File: src/logic/isa_pkg.sv
//------------------------------------------------
// RV32I integer ALU subset only: OP, OP-IMM, LUI, AUIPC
// Branch, load/store and M encodings are absent
//------------------------------------------------

package isa_pkg;

  //------------------------------------------------
  // Widths with a meaning
  //------------------------------------------------

  typedef logic [31:0] word_t;     // Data or instruction word
  typedef logic [31:0] addr_t;     // Byte address
  typedef logic [4:0]  reg_idx_t;  // Architectural register index
  typedef logic [4:0]  shamt_t;    // Shift amount
  typedef logic [6:0]  opcode_t;
  typedef logic [2:0]  funct3_t;
  typedef logic [6:0]  funct7_t;

  //------------------------------------------------
  // Major opcodes
  //------------------------------------------------

  localparam opcode_t opc_op     = 7'b0110011;
  localparam opcode_t opc_op_imm = 7'b0010011;
  localparam opcode_t opc_lui    = 7'b0110111;
  localparam opcode_t opc_auipc  = 7'b0010111;

  // funct3, shared by OP and OP-IMM
  localparam funct3_t f3_add_sub = 3'b000;
  localparam funct3_t f3_sll     = 3'b001;
  localparam funct3_t f3_slt     = 3'b010;
  localparam funct3_t f3_sltu    = 3'b011;
  localparam funct3_t f3_xor     = 3'b100;
  localparam funct3_t f3_srl_sra = 3'b101;
  localparam funct3_t f3_or      = 3'b110;
  localparam funct3_t f3_and     = 3'b111;

  localparam funct7_t f7_base = 7'b0000000;
  localparam funct7_t f7_alt  = 7'b0100000;  // SUB, SRA, SRAI

  //------------------------------------------------
  // ALU functions
  //------------------------------------------------

  typedef enum logic [3:0] {
    alu_add,
    alu_sub,
    alu_and,
    alu_or,
    alu_xor,
    alu_slt,
    alu_sltu,
    alu_sll,
    alu_srl,
    alu_sra,
    alu_pass_b,  // LUI
    alu_add_pc   // AUIPC
  } alu_op_t;

endpackage

File: src/logic/pipe_pkg.sv
//------------------------------------------------
// Records passed between the pipeline stages
// Every val is a one-cycle strobe, no ready
//------------------------------------------------

package pipe_pkg;

  // Fetch to decode
  typedef struct packed {
    logic           val;
    isa_pkg::addr_t pc;
    isa_pkg::word_t inst;
  } f_d_t;

  // Decode to execute, wen already cleared for x0 and unsupported
  typedef struct packed {
    logic              val;
    isa_pkg::addr_t    pc;
    isa_pkg::word_t    op_a;
    isa_pkg::word_t    op_b;
    isa_pkg::alu_op_t  alu_op;
    isa_pkg::reg_idx_t waddr;
    logic              wen;
  } d_x_t;

  // Execute to commit
  typedef struct packed {
    logic              val;
    isa_pkg::addr_t    pc;
    isa_pkg::reg_idx_t waddr;
    isa_pkg::word_t    wdata;
    logic              wen;
  } x_w_t;

  // Forwarding view, val only when a register is written
  typedef struct packed {
    logic              val;
    isa_pkg::reg_idx_t waddr;
    isa_pkg::word_t    wdata;
  } byp_t;

  //------------------------------------------------
  // Instruction trace record
  //------------------------------------------------

  typedef struct packed {
    isa_pkg::addr_t    pc;
    isa_pkg::reg_idx_t waddr;
    isa_pkg::word_t    wdata;
    logic              wen;
    logic              val;
  } trace_t;

endpackage

File: src/logic/fetch_stage.sv
//------------------------------------------------
// Issues one request per cycle, PC only ever +4
// Memory must answer exactly one cycle later
// p_reset_pc must be word aligned
//------------------------------------------------

module fetch_stage #(
  parameter isa_pkg::addr_t p_reset_pc = 32'h0000_0000
) (
  input  logic            clk,
  input  logic            arst_n,
  output logic            imem_req_val,
  output isa_pkg::addr_t  imem_req_addr,
  input  logic            imem_resp_val,
  input  isa_pkg::word_t  imem_resp_data,
  output pipe_pkg::f_d_t  f_d
);

  logic           req_val_q;
  isa_pkg::addr_t pc_q;       // Address on the request bus
  isa_pkg::addr_t resp_pc_q;  // PC of the outstanding request

  always_ff @(posedge clk or negedge arst_n) begin
    if (!arst_n) begin
      req_val_q <= 1'b0;
      pc_q      <= p_reset_pc;
    end else begin
      req_val_q <= 1'b1;                     // No back-pressure, so never stops
      if (req_val_q) pc_q <= pc_q + 32'd4;   // Advance once a request left
    end
  end

  always_ff @(posedge clk) begin
    if (req_val_q) resp_pc_q <= pc_q;
  end

  assign imem_req_val  = req_val_q;
  assign imem_req_addr = pc_q;

  // Pair the response with its PC
  assign f_d = '{val: imem_resp_val, pc: resp_pc_q, inst: imem_resp_data};

  resp_after_req: assert property (@(posedge clk) disable iff (!arst_n)
    imem_resp_val |-> $past(imem_req_val));

endmodule

File: src/logic/decode_stage.sv
//------------------------------------------------
// Decodes the ALU subset, reads the register file
// Forwarding order: execute, then commit, then RF
// Unsupported encodings pass on as no-ops
//------------------------------------------------

module decode_stage (
  input  logic              clk,
  input  logic              arst_n,
  input  pipe_pkg::f_d_t    f_d,
  output isa_pkg::reg_idx_t rd_addr_a,
  output isa_pkg::reg_idx_t rd_addr_b,
  input  isa_pkg::word_t    rd_data_a,
  input  isa_pkg::word_t    rd_data_b,
  input  pipe_pkg::byp_t    byp_x,
  input  pipe_pkg::byp_t    byp_w,
  output pipe_pkg::d_x_t    d_x
);

  isa_pkg::opcode_t  opcode;
  isa_pkg::funct3_t  funct3;
  isa_pkg::funct7_t  funct7;
  isa_pkg::reg_idx_t rd;
  isa_pkg::word_t    imm_i;
  isa_pkg::word_t    imm_u;
  isa_pkg::word_t    src_a;
  isa_pkg::word_t    src_b;
  isa_pkg::alu_op_t  f3_op;
  isa_pkg::alu_op_t  alu_op;
  logic              supported;
  logic              use_imm;
  pipe_pkg::d_x_t    d_x_next;
  pipe_pkg::d_x_t    d_x_q;

  //------------------------------------------------
  // Fields and immediates
  //------------------------------------------------

  assign opcode    = f_d.inst[6:0];
  assign rd        = f_d.inst[11:7];
  assign funct3    = f_d.inst[14:12];
  assign rd_addr_a = f_d.inst[19:15];
  assign rd_addr_b = f_d.inst[24:20];
  assign funct7    = f_d.inst[31:25];

  assign imm_i = {{20{f_d.inst[31]}}, f_d.inst[31:20]};
  assign imm_u = {f_d.inst[31:12], 12'b0};

  // Same funct3 map for OP and OP-IMM
  always_comb begin
    case (funct3)
      isa_pkg::f3_add_sub: begin
        // Bit 30 is part of the immediate for ADDI
        f3_op = (opcode == isa_pkg::opc_op && funct7[5]) ? isa_pkg::alu_sub : isa_pkg::alu_add;
      end
      isa_pkg::f3_sll:     f3_op = isa_pkg::alu_sll;
      isa_pkg::f3_slt:     f3_op = isa_pkg::alu_slt;
      isa_pkg::f3_sltu:    f3_op = isa_pkg::alu_sltu;
      isa_pkg::f3_xor:     f3_op = isa_pkg::alu_xor;
      isa_pkg::f3_srl_sra: f3_op = funct7[5] ? isa_pkg::alu_sra : isa_pkg::alu_srl;
      isa_pkg::f3_or:      f3_op = isa_pkg::alu_or;
      default:             f3_op = isa_pkg::alu_and;
    endcase
  end

  always_comb begin
    alu_op    = f3_op;
    use_imm   = 1'b1;
    supported = 1'b0;
    case (opcode)
      isa_pkg::opc_op: begin
        use_imm   = 1'b0;
        supported = (funct7 == isa_pkg::f7_base) ||
                    (funct7 == isa_pkg::f7_alt &&
                     (funct3 == isa_pkg::f3_add_sub || funct3 == isa_pkg::f3_srl_sra));
      end
      isa_pkg::opc_op_imm: begin
        if (funct3 == isa_pkg::f3_sll)
          supported = (funct7 == isa_pkg::f7_base);
        else if (funct3 == isa_pkg::f3_srl_sra)
          supported = (funct7 == isa_pkg::f7_base) || (funct7 == isa_pkg::f7_alt);
        else
          supported = 1'b1;
      end
      isa_pkg::opc_lui: begin
        alu_op    = isa_pkg::alu_pass_b;
        supported = 1'b1;
      end
      isa_pkg::opc_auipc: begin
        alu_op    = isa_pkg::alu_add_pc;
        supported = 1'b1;
      end
      default: supported = 1'b0;  // Commits as a no-op
    endcase
  end

  //------------------------------------------------
  // Operand forwarding
  //------------------------------------------------

  function automatic isa_pkg::word_t fwd(isa_pkg::reg_idx_t idx, isa_pkg::word_t rf,
                                         pipe_pkg::byp_t bx, pipe_pkg::byp_t bw);
    if (bx.val && bx.waddr == idx)      return bx.wdata;  // Youngest first
    else if (bw.val && bw.waddr == idx) return bw.wdata;
    else                                return rf;
  endfunction

  assign src_a = fwd(rd_addr_a, rd_data_a, byp_x, byp_w);
  assign src_b = fwd(rd_addr_b, rd_data_b, byp_x, byp_w);

  assign d_x_next = '{
    val:    f_d.val,
    pc:     f_d.pc,
    op_a:   src_a,
    op_b:   !use_imm ? src_b : (opcode == isa_pkg::opc_op_imm) ? imm_i : imm_u,
    alu_op: alu_op,
    waddr:  rd,
    wen:    supported && (rd != '0)
  };

  always_ff @(posedge clk or negedge arst_n) begin
    if (!arst_n) begin
      d_x_q <= '0;
    end else if (f_d.val) begin
      d_x_q <= d_x_next;
    end else begin
      d_x_q.val <= 1'b0;  // Data held, only the strobe drops
    end
  end

  assign d_x = d_x_q;

  no_x0_write: assert property (@(posedge clk) disable iff (!arst_n)
    (d_x.val && d_x.wen) |-> (d_x.waddr != '0));

endmodule

File: src/logic/alu_stage.sv
//------------------------------------------------
// Single-cycle ALU, result also feeds decode
// Shifts use only the low 5 bits of operand B
//------------------------------------------------

module alu_stage (
  input  logic           clk,
  input  logic           arst_n,
  input  pipe_pkg::d_x_t d_x,
  output pipe_pkg::byp_t byp_x,
  output pipe_pkg::x_w_t x_w
);

  isa_pkg::word_t  result;
  isa_pkg::shamt_t shamt;
  pipe_pkg::x_w_t  x_w_q;

  assign shamt = d_x.op_b[4:0];

  //------------------------------------------------
  // Execute
  //------------------------------------------------

  always_comb begin
    case (d_x.alu_op)
      isa_pkg::alu_add:    result = d_x.op_a + d_x.op_b;
      isa_pkg::alu_sub:    result = d_x.op_a - d_x.op_b;
      isa_pkg::alu_and:    result = d_x.op_a & d_x.op_b;
      isa_pkg::alu_or:     result = d_x.op_a | d_x.op_b;
      isa_pkg::alu_xor:    result = d_x.op_a ^ d_x.op_b;
      isa_pkg::alu_slt:    result = {31'b0, $signed(d_x.op_a) < $signed(d_x.op_b)};
      isa_pkg::alu_sltu:   result = {31'b0, d_x.op_a < d_x.op_b};
      isa_pkg::alu_sll:    result = d_x.op_a << shamt;
      isa_pkg::alu_srl:    result = d_x.op_a >> shamt;
      isa_pkg::alu_sra:    result = $signed(d_x.op_a) >>> shamt;  // Sign fill
      isa_pkg::alu_pass_b: result = d_x.op_b;
      isa_pkg::alu_add_pc: result = d_x.pc + d_x.op_b;
      default:             result = '0;
    endcase
  end

  // Only real register writes are visible to decode
  assign byp_x = '{
    val:   d_x.val && d_x.wen,
    waddr: d_x.waddr,
    wdata: result
  };

  //------------------------------------------------
  // Execute to commit register
  //------------------------------------------------

  always_ff @(posedge clk or negedge arst_n) begin
    if (!arst_n) begin
      x_w_q <= '0;
    end else if (d_x.val) begin
      x_w_q <= '{
        val:   1'b1,
        pc:    d_x.pc,
        waddr: d_x.waddr,
        wdata: result,
        wen:   d_x.wen
      };
    end else begin
      x_w_q.val <= 1'b0;
    end
  end

  assign x_w = x_w_q;

endmodule

File: src/logic/commit_stage.sv
//------------------------------------------------
// Register file x1..x31, x0 reads as zero
// Reads are combinational, no write-through
// Trace is registered, one cycle after x_w
//------------------------------------------------

module commit_stage (
  input  logic              clk,
  input  logic              arst_n,
  input  pipe_pkg::x_w_t    x_w,
  input  isa_pkg::reg_idx_t rd_addr_a,
  input  isa_pkg::reg_idx_t rd_addr_b,
  output isa_pkg::word_t    rd_data_a,
  output isa_pkg::word_t    rd_data_b,
  output pipe_pkg::byp_t    byp_w,
  output pipe_pkg::trace_t  trace
);

  isa_pkg::word_t   rf [1:31];
  pipe_pkg::trace_t trace_q;

  //------------------------------------------------
  // Register file
  //------------------------------------------------

  always_ff @(posedge clk) begin
    if (x_w.val && x_w.wen) rf[x_w.waddr] <= x_w.wdata;
  end

  assign rd_data_a = (rd_addr_a == '0) ? '0 : rf[rd_addr_a];
  assign rd_data_b = (rd_addr_b == '0) ? '0 : rf[rd_addr_b];

  // Write in flight this cycle, lands at the next edge
  assign byp_w = '{
    val:   x_w.val && x_w.wen,
    waddr: x_w.waddr,
    wdata: x_w.wdata
  };

  //------------------------------------------------
  // Instruction trace
  //------------------------------------------------

  always_ff @(posedge clk or negedge arst_n) begin
    if (!arst_n) begin
      trace_q <= '0;
    end else if (x_w.val) begin
      trace_q <= '{
        pc:    x_w.pc,
        waddr: x_w.waddr,
        wdata: x_w.wdata,
        wen:   x_w.wen,
        val:   1'b1
      };
    end else begin
      trace_q.val <= 1'b0;  // Last record held, strobe low
    end
  end

  assign trace = trace_q;

  // Traced write must come from a non-x0 destination upstream
  trace_no_x0: assert property (@(posedge clk) disable iff (!arst_n)
    (trace.val && trace.wen) |-> (trace.waddr != '0));

endmodule

File: src/logic/blimp_core.sv
//------------------------------------------------
// Four-stage in-order core, RV32I ALU subset only
// No stalls: imem must answer one cycle after req
// Trace follows its request by exactly 4 cycles
//------------------------------------------------

module blimp_core #(
  parameter isa_pkg::addr_t p_reset_pc = 32'h0000_0000
) (
  input  logic             clk,
  input  logic             arst_n,
  output logic             imem_req_val,
  output isa_pkg::addr_t   imem_req_addr,
  input  logic             imem_resp_val,
  input  isa_pkg::word_t   imem_resp_data,
  output pipe_pkg::trace_t inst_trace
);

  pipe_pkg::f_d_t    f_d;
  pipe_pkg::d_x_t    d_x;
  pipe_pkg::x_w_t    x_w;
  pipe_pkg::byp_t    byp_x;   // From execute
  pipe_pkg::byp_t    byp_w;   // From commit
  isa_pkg::reg_idx_t rd_addr_a;
  isa_pkg::reg_idx_t rd_addr_b;
  isa_pkg::word_t    rd_data_a;
  isa_pkg::word_t    rd_data_b;

  //------------------------------------------------
  // Stages
  //------------------------------------------------

  fetch_stage #(
    .p_reset_pc (p_reset_pc)
  ) fu (
    .clk            (clk),
    .arst_n         (arst_n),
    .imem_req_val   (imem_req_val),
    .imem_req_addr  (imem_req_addr),
    .imem_resp_val  (imem_resp_val),
    .imem_resp_data (imem_resp_data),
    .f_d            (f_d)
  );

  decode_stage diu (
    .clk       (clk),
    .arst_n    (arst_n),
    .f_d       (f_d),
    .rd_addr_a (rd_addr_a),
    .rd_addr_b (rd_addr_b),
    .rd_data_a (rd_data_a),
    .rd_data_b (rd_data_b),
    .byp_x     (byp_x),
    .byp_w     (byp_w),
    .d_x       (d_x)
  );

  alu_stage alu_xu (
    .clk    (clk),
    .arst_n (arst_n),
    .d_x    (d_x),
    .byp_x  (byp_x),
    .x_w    (x_w)
  );

  commit_stage wcu (
    .clk       (clk),
    .arst_n    (arst_n),
    .x_w       (x_w),
    .rd_addr_a (rd_addr_a),
    .rd_addr_b (rd_addr_b),
    .rd_data_a (rd_data_a),
    .rd_data_b (rd_data_b),
    .byp_w     (byp_w),
    .trace     (inst_trace)
  );

endmodule

File: config.mk
export PLATFORM = sky130hd
export DESIGN_NAME = blimp_core
export DESIGN_NICKNAME = d
export VERILOG_FILES = /design/src/logic/isa_pkg.sv /design/src/logic/pipe_pkg.sv /design/src/logic/fetch_stage.sv /design/src/logic/decode_stage.sv /design/src/logic/alu_stage.sv /design/src/logic/commit_stage.sv /design/src/logic/blimp_core.sv
export SDC_FILE = /design/constraint.sdc
export NUM_CORES = 2
export LEC_CHECK = 0
export ABC_AREA = 0
export CORE_MARGIN = 4
export CORE_UTILIZATION = 35
export DETAILED_ROUTE_END_ITERATION = 7
export DONT_BUFFER_PORTS = 1
export GPL_ROUTABILITY_DRIVEN = 0
export SETUP_SLACK_MARGIN = 0.05
export SLEW_MARGIN = 20
export SYNTH_ARGS = -nofsm -noshare
export SYNTH_HDL_FRONTEND = slang
export SYNTH_SLANG_ARGS = --single-unit
File: constraint.sdc
create_clock -name clk -period 6.3 [get_ports clk]
set_input_delay 0.63 -clock clk [delete_from_list [all_inputs] [get_ports clk]]
set_output_delay 0.63 -clock clk [all_outputs]
set_load 0.05 [all_outputs]
Word level (Yosys, flattened, before mapping)
Memories as Yosys holds them, arrays and structs flattened.
Index checks and enable logic that the tools add are counted.
W data, S select, Z words.
{"block": "totals", "memories": 1, "ff_bits": 314, "mem_bits_rw": 992}
{"memory": "wcu.rf", "words": 31, "word_bits": 32, "rd": 2, "rd_clocked_by_memory_dff": 0, "write_ports": 1, "line": "commit_stage.sv:19", "rtl": "isa_pkg::word_t rf [1:31];"}
{"block": "classes", "addsub": 4, "magnitude_cmp": 2, "reduce_logical": 19, "n_bitwise": 3, "muxes": 21, "shift": 3, "eq_ne": 26}
{"cell": "$pmux W32 S12", "count": 1}
{"cell": "$mux W32", "count": 7}
{"cell": "$add A32 B32 Y32", "count": 2}
{"cell": "$lt A32 B32 Y1", "count": 2}
{"cell": "$add A32 B3 Y32 const B", "count": 1}
{"cell": "$and A32 B32 Y32", "count": 1}
{"cell": "$or A32 B32 Y32", "count": 1}
{"cell": "$shl A32 B5 Y32", "count": 1}
{"cell": "$shr A32 B5 Y32", "count": 1}
{"cell": "$sshr A32 B5 Y32", "count": 1}
{"cell": "$sub A32 B32 Y32", "count": 1}
{"cell": "$xor A32 B32 Y32", "count": 1}
{"cell": "$mux W31", "count": 1}
{"cell": "$pmux W4 S7", "count": 1}
{"cell": "$eq A7 B6 Y1 const B", "count": 3}
{"cell": "$eq A5 B5 Y1", "count": 4}
{"cell": "$eq A4 B3 Y1 const B", "count": 4}
{"cell": "$eq A4 B4 Y1 const B", "count": 4}
{"cell": "$eq A7 B5 Y1 const B", "count": 2}
{"cell": "$logic_not A5 Y1", "count": 2}
{"cell": "$eq A3 B3 Y1 const B", "count": 3}
{"cell": "$logic_and A1 B1 Y1", "count": 9}
{"cell": "$mux W1", "count": 9}
{"cell": "$eq A4 B2 Y1 const B", "count": 2}
{"cell": "other kinds (11)", "count": 14}

Longest topological paths before layout
{"block": "logic_depth", "ltp_word": 6, "depth_mapped": 17}

Cells and area by module
Synthesis repeated with hierarchy kept, for this count alone.
{"block": "unflattened", "hier_cells": 5369, "hier_area_um2": 71300.9}
{"mod": "commit_stage", "n_inst": 1, "cells_each": 2957, "area_each_um2": 49602.6, "seq_area_each_um2": 31565.3}
{"mod": "alu_stage", "n_inst": 1, "cells_each": 1598, "area_each_um2": 12764.7, "seq_area_each_um2": 1776.7}
{"mod": "decode_stage", "n_inst": 1, "cells_each": 629, "area_each_um2": 6347.3, "seq_area_each_um2": 2677.6}
{"mod": "fetch_stage", "n_inst": 1, "cells_each": 185, "area_each_um2": 2586.2, "seq_area_each_um2": 1676.6}

Worst setup path after synthesis
Ideal clock, no wire load.
{"block": "synth_path", "kind": "register to register", "startpoint": "register diu.d_x_q, in the netlist diu.d_x[9]", "endpoint": "register diu.d_x_q, in the netlist diu.d_x[71]", "setup_time_ps": 125, "slack_ps": 2372, "t_arrival_ps": 3804, "t_required_ps": 6175, "path_buffers": 4, "stages_incl_launch_ff": 17, "path_cell_list": "dfrtp_1 > clkbuf_1 > clkbuf_1 > nand4_1 > clkbuf_1 > mux2_2 > ha_1 > clkbuf_1 > nand2_1 > nor3_1 > or3b_2 > a31oi_1 > o221ai_1 > a21oi_1 > and4b_1 > a21oi_1 > mux2_2"}
{"block": "synth_via", "elab_chain_cells": 3, "word_cells_on_any_way": 14, "cone_classes": "eq/ne (11); mux (2); reduce/logical (1)"}
{"element": "start, declared", "line": "decode_stage.sv:33", "rtl": "pipe_pkg::d_x_t d_x_q;"}
{"element": "start signal, assigned", "line": "decode_stage.sv:125", "rtl": "d_x_q <= d_x_next;"}
{"element": "$eq A4 B4 Y1 (tied with other cells)", "line": "alu_stage.sv:25", "rtl": "case (d_x.alu_op)"}
{"element": "$pmux W32 S12 (*)", "line": "alu_stage.sv:25"}
{"element": "$mux W32 (*)", "line": "decode_stage.sv:103", "rtl": "if (bx.val && bx.waddr == idx) return bx.wdata;"}
Mark *: on every way between the ends. The rest lies on a longest branch, timed or not.
A chain may end at the register's enable or synchronous reset.

Worst setup path after layout
{"block": "layout_path", "startpoint": "register diu.d_x_q, in the netlist diu.d_x[8]", "endpoint": "register diu.d_x_q, in the netlist diu.d_x[71]"}
The elaborated chain is that of the path after synthesis.

==> summary.txt <==
Outcome
  • Run status: finished, violations left
  • Failing checks: DRC, hold timing, slew limit

Die
  • Die Width: 453 um
  • Initial Util: a little over a third
  • CORE AREA: roughly 200000 um^2
  • FP Rows: 163
  • Die height: 453 um
  • Die area: 205000 um^2
  • Ports: 139

Setup path
  • Crit path kind: flip-flop to flip-flop
  • Crit path max fanout: 16
  • CP endpoint kind: flip-flop
  • WP data arrival: approximately 5.6 ns
  • CP Launch Type: flip-flop
  • Req. time, crit path: 6.99 ns

Route
  • Total wire length: 240000 um
  • Pre-antenna DRT Iters: 8
  • Vias: ~47000
  • DRC Markers: 1
  • Routed len/inst: 32.1 um
  • Final ANT Viol Nets: 0
  • Drt via density: 6.30
  • Iteration-0 DRC Markers: about 6400

Clock network
  • Max Root-Sink Buffers: 3
  • Post-cts hold buffer count: 16
  • CTS Buf Count: roughly 140
  • Post-CTS Setup Bufs: 0
  • Clock sinks: 1296
  • Clock latency on the worst-skew pair: 0.81 ns
  • H-tree levels: 4
  • Reg clk slew, reported paths: 0.06 ns
  • TritonCTS clock tree: yes
  • Root buffer cell: clkbuf_16
  • Post-CTS sizing: 0

Placement
  • Placed Cells: ~7000
  • IO buf count: 0
  • Post-DP HPWL: 147000 um

Final layout
  • Most frequent cells in the layout: 1022 x edfxtp_1, 533 x mux4_2, 316 x a21oi_1, 301 x nor2_1, 253 x dfrtp_1
  • Fin cells: 7476
  • Synth-to-layout area growth: 10.9%
  • Footprint of the multi-input gates: around 30000 um^2
  • Most common cell after layout, fill and taps aside: edfxtp_1
  • Register area: 37600 um^2
  • NumNets Final: 4888
  • Filler cells: 18200
  • Fraction of layout cells with a size suffix above 1: a little under a quarter

Timing
  • Min Hold Slack: -0.425 ns
  • Post-route setup TNS: 0 ns
  • RSZ-0062 raised after global routing: no
  • Final-report hold violation count: 274
  • Final period utilization: around four fifths
  • Final clock skew: 0.0472 ns
  • Tmin final: 4.94 ns
  • Max Clk Rate: between 200 and 250 MHz
  • Slew @ Worst Pin: approximately 1.7 ns
  • Fin. max-slew vios: 72
  • Relative slew margins: -12.0%
  • Final setup fails: 0

Synth
  • Seq cells post-synth: between 1000 and 1500
  • Post-synth EDFFs: 1022
  • Synth Area in Adders: 2.49%
  • Synth cell types: 90
  • Fraction of registers with async set/reset: a little over a fifth
  • Sequential fraction of the synthesis area: 54.2%
  • Compound-Gate Fraction of Synth Area: 9.52%
  • Mux cell area share after synthesis: between 20% and 30%
  • Synth Area in XOR/XNOR: ~1.2%
  • Main combinational cell family by area after synthesis: multiplexers
  • Most used DFF post-synth: edfxtp_1
  • Gate Count Post-Synth: 4833
  • Mapped Avg Cell Area: between 10 and 15 um^2
  • YS warnings: 0
  • Mapped cell area: 69300 um^2
  • Simple-gate share of the synthesized area: 5.40%

Global route
  • Initial antenna violation count: 7
  • GR Overflow Total: 0
  • Largest net degree at the start of global routing: between 200 and 300
  • Gr usage total: about 23%
  • Vias in the first global route: 46200
  • First-pass GRT wire length: roughly 340000 um

Worst hold path
  • Worst Hold Class: input pin to asynchronous set/reset pin

Power
  • Static Leak: 26.0 nW
  • Pwr Density: 296 nW/um^2
  • Final Power: about 23 mW
  • Maximum vdd drop: 264 uV

Flow run
  • Max_cap viols: 0
cell families (layout without fill, tap and decap cells):
| kind of cell | after synthesis | in the layout |
|---|---|---|
| mux | 980 | 980 |
| simple gates | 816 | 816 |
| other cells | 2 | 13 |
| flops | 1296 | 1296 |
| compound gates | 995 | 995 |
| buf+inv | 514 | 506 |
| xor+xnor | 93 | 93 |
| fa+ha+maj | 137 | 137 |
synthesized netlist by cell type (all sizes together) (32+ instances only):
cell type  count  area [um^2]
mux4         533        12000
mux2i        242         2420
a21oi        318         1590
inv          125          469
o211ai        47          353
xnor2         69          604
nand2        202          758
a22oi         34          255
buf          164          846
nor2         333         1250
dfrtp        274         6860
nor3          34          175
o21ai        151          759
nand2b        32          200
o22ai         41          257
mux2         205         2310
a221oi        63          552
clkbuf       223          837
o221ai        45          394
edfxtp      1022        30700
nand3         63          315
ha           135         1690
a211oi        77          583
final timing paths:
path,start,end,slack [ns],cells past startpoint
max,diu.d_x[8]$_DFFE_PN0P_,diu.d_x[71]$_DFFE_PN0P_,1.36,14
min,arst_n,wcu.trace[47]$_DFFE_PN0P_,-0.42,0
max in group asynchronous,arst_n,diu.d_x[106]$_DFF_PN0_,6.10,0
min in group clk,imem_resp_val,diu.d_x[106]$_DFF_PN0_,0.08,1
max reg2reg,diu.d_x[8]$_DFFE_PN0P_,diu.d_x[71]$_DFFE_PN0P_,1.36,14
min reg2reg,fu.resp_pc_q[27]$_DFFE_PP_,diu.d_x[101]$_DFFE_PN0P_,0.47,1
critical path, stage by stage (launching register included):
cell,delay (ns)
dfrtp_1,0.65
inv_1,0.22
nand4_1,0.24
buf_4,0.28
mux2_2,0.36
ha_1,0.41
nand2_1,0.13
nor3_1,0.38
or3b_2,0.48
a31oi_1,0.42
o221ai_1,0.20
a21oi_1,0.36
and4b_1,0.34
a21oi_1,0.09
mux2_2,0.28
per-layer routing:
metal | share of wire (%) | track usage (%) | vias to the layer above | routed length [um]
met1 | 37 | 29.2 | 24400 | 89300
li1 | - | - | 19200 | -
met5 | 0.0054 | 0 | - | 13
met3 | 9.8 | 5.11 | 629 | 23600
met2 | 48 | 37.3 | 2935 | 115000
met4 | 5.2 | 10.2 | 2 | 12600
registers in the layout (all words and copies together) (netlist names):
register / cells
alu_xu.x_w: 69
diu.d_x: 105
fu.imem_req_addr: 30
fu.imem_req_val: 1
fu.resp_pc_q: 30
wcu.rf: 992
wcu.trace: 69
report_power, final:
group | leakage [nW] | internal, mW | switching (mW)
Sequential | 12.5 | 9.94 | 1.20
Combinational | 11.3 | 1.36 | 1.96
Clock | 2.21 | 4.69 | 3.57
cell type report:
type,instances,share of cell area [%]
flip-flops and latches,1296,48.9
multi-input cells,3026,39.0
clock buffers,186,5.00
well taps,2640,4.30
repair buffers,126,1.30
clock inverters,67,0.907
inverters,127,0.620
diodes,8,0.0260
metrics by stage:
step / utilization, % / worst slack [ns] / area (um^2) / hold WS [ns]
2_1_floorplan: - / 2.37 / 69300 / 0.334
4_1_cts: 39.0 / 1.51 / 76800 / -0.503
5_1_grt: 39.0 / 1.17 / 76900 / -0.463
6_report: 39.0 / 1.36 / 76900 / -0.425
3_3_place_gp: 36.6 / 1.61 / 72100 / 0.374
3_5_place_dp: 36.6 / 1.51 / 72100 / 0.373
(Power assumes the default switching activity.)
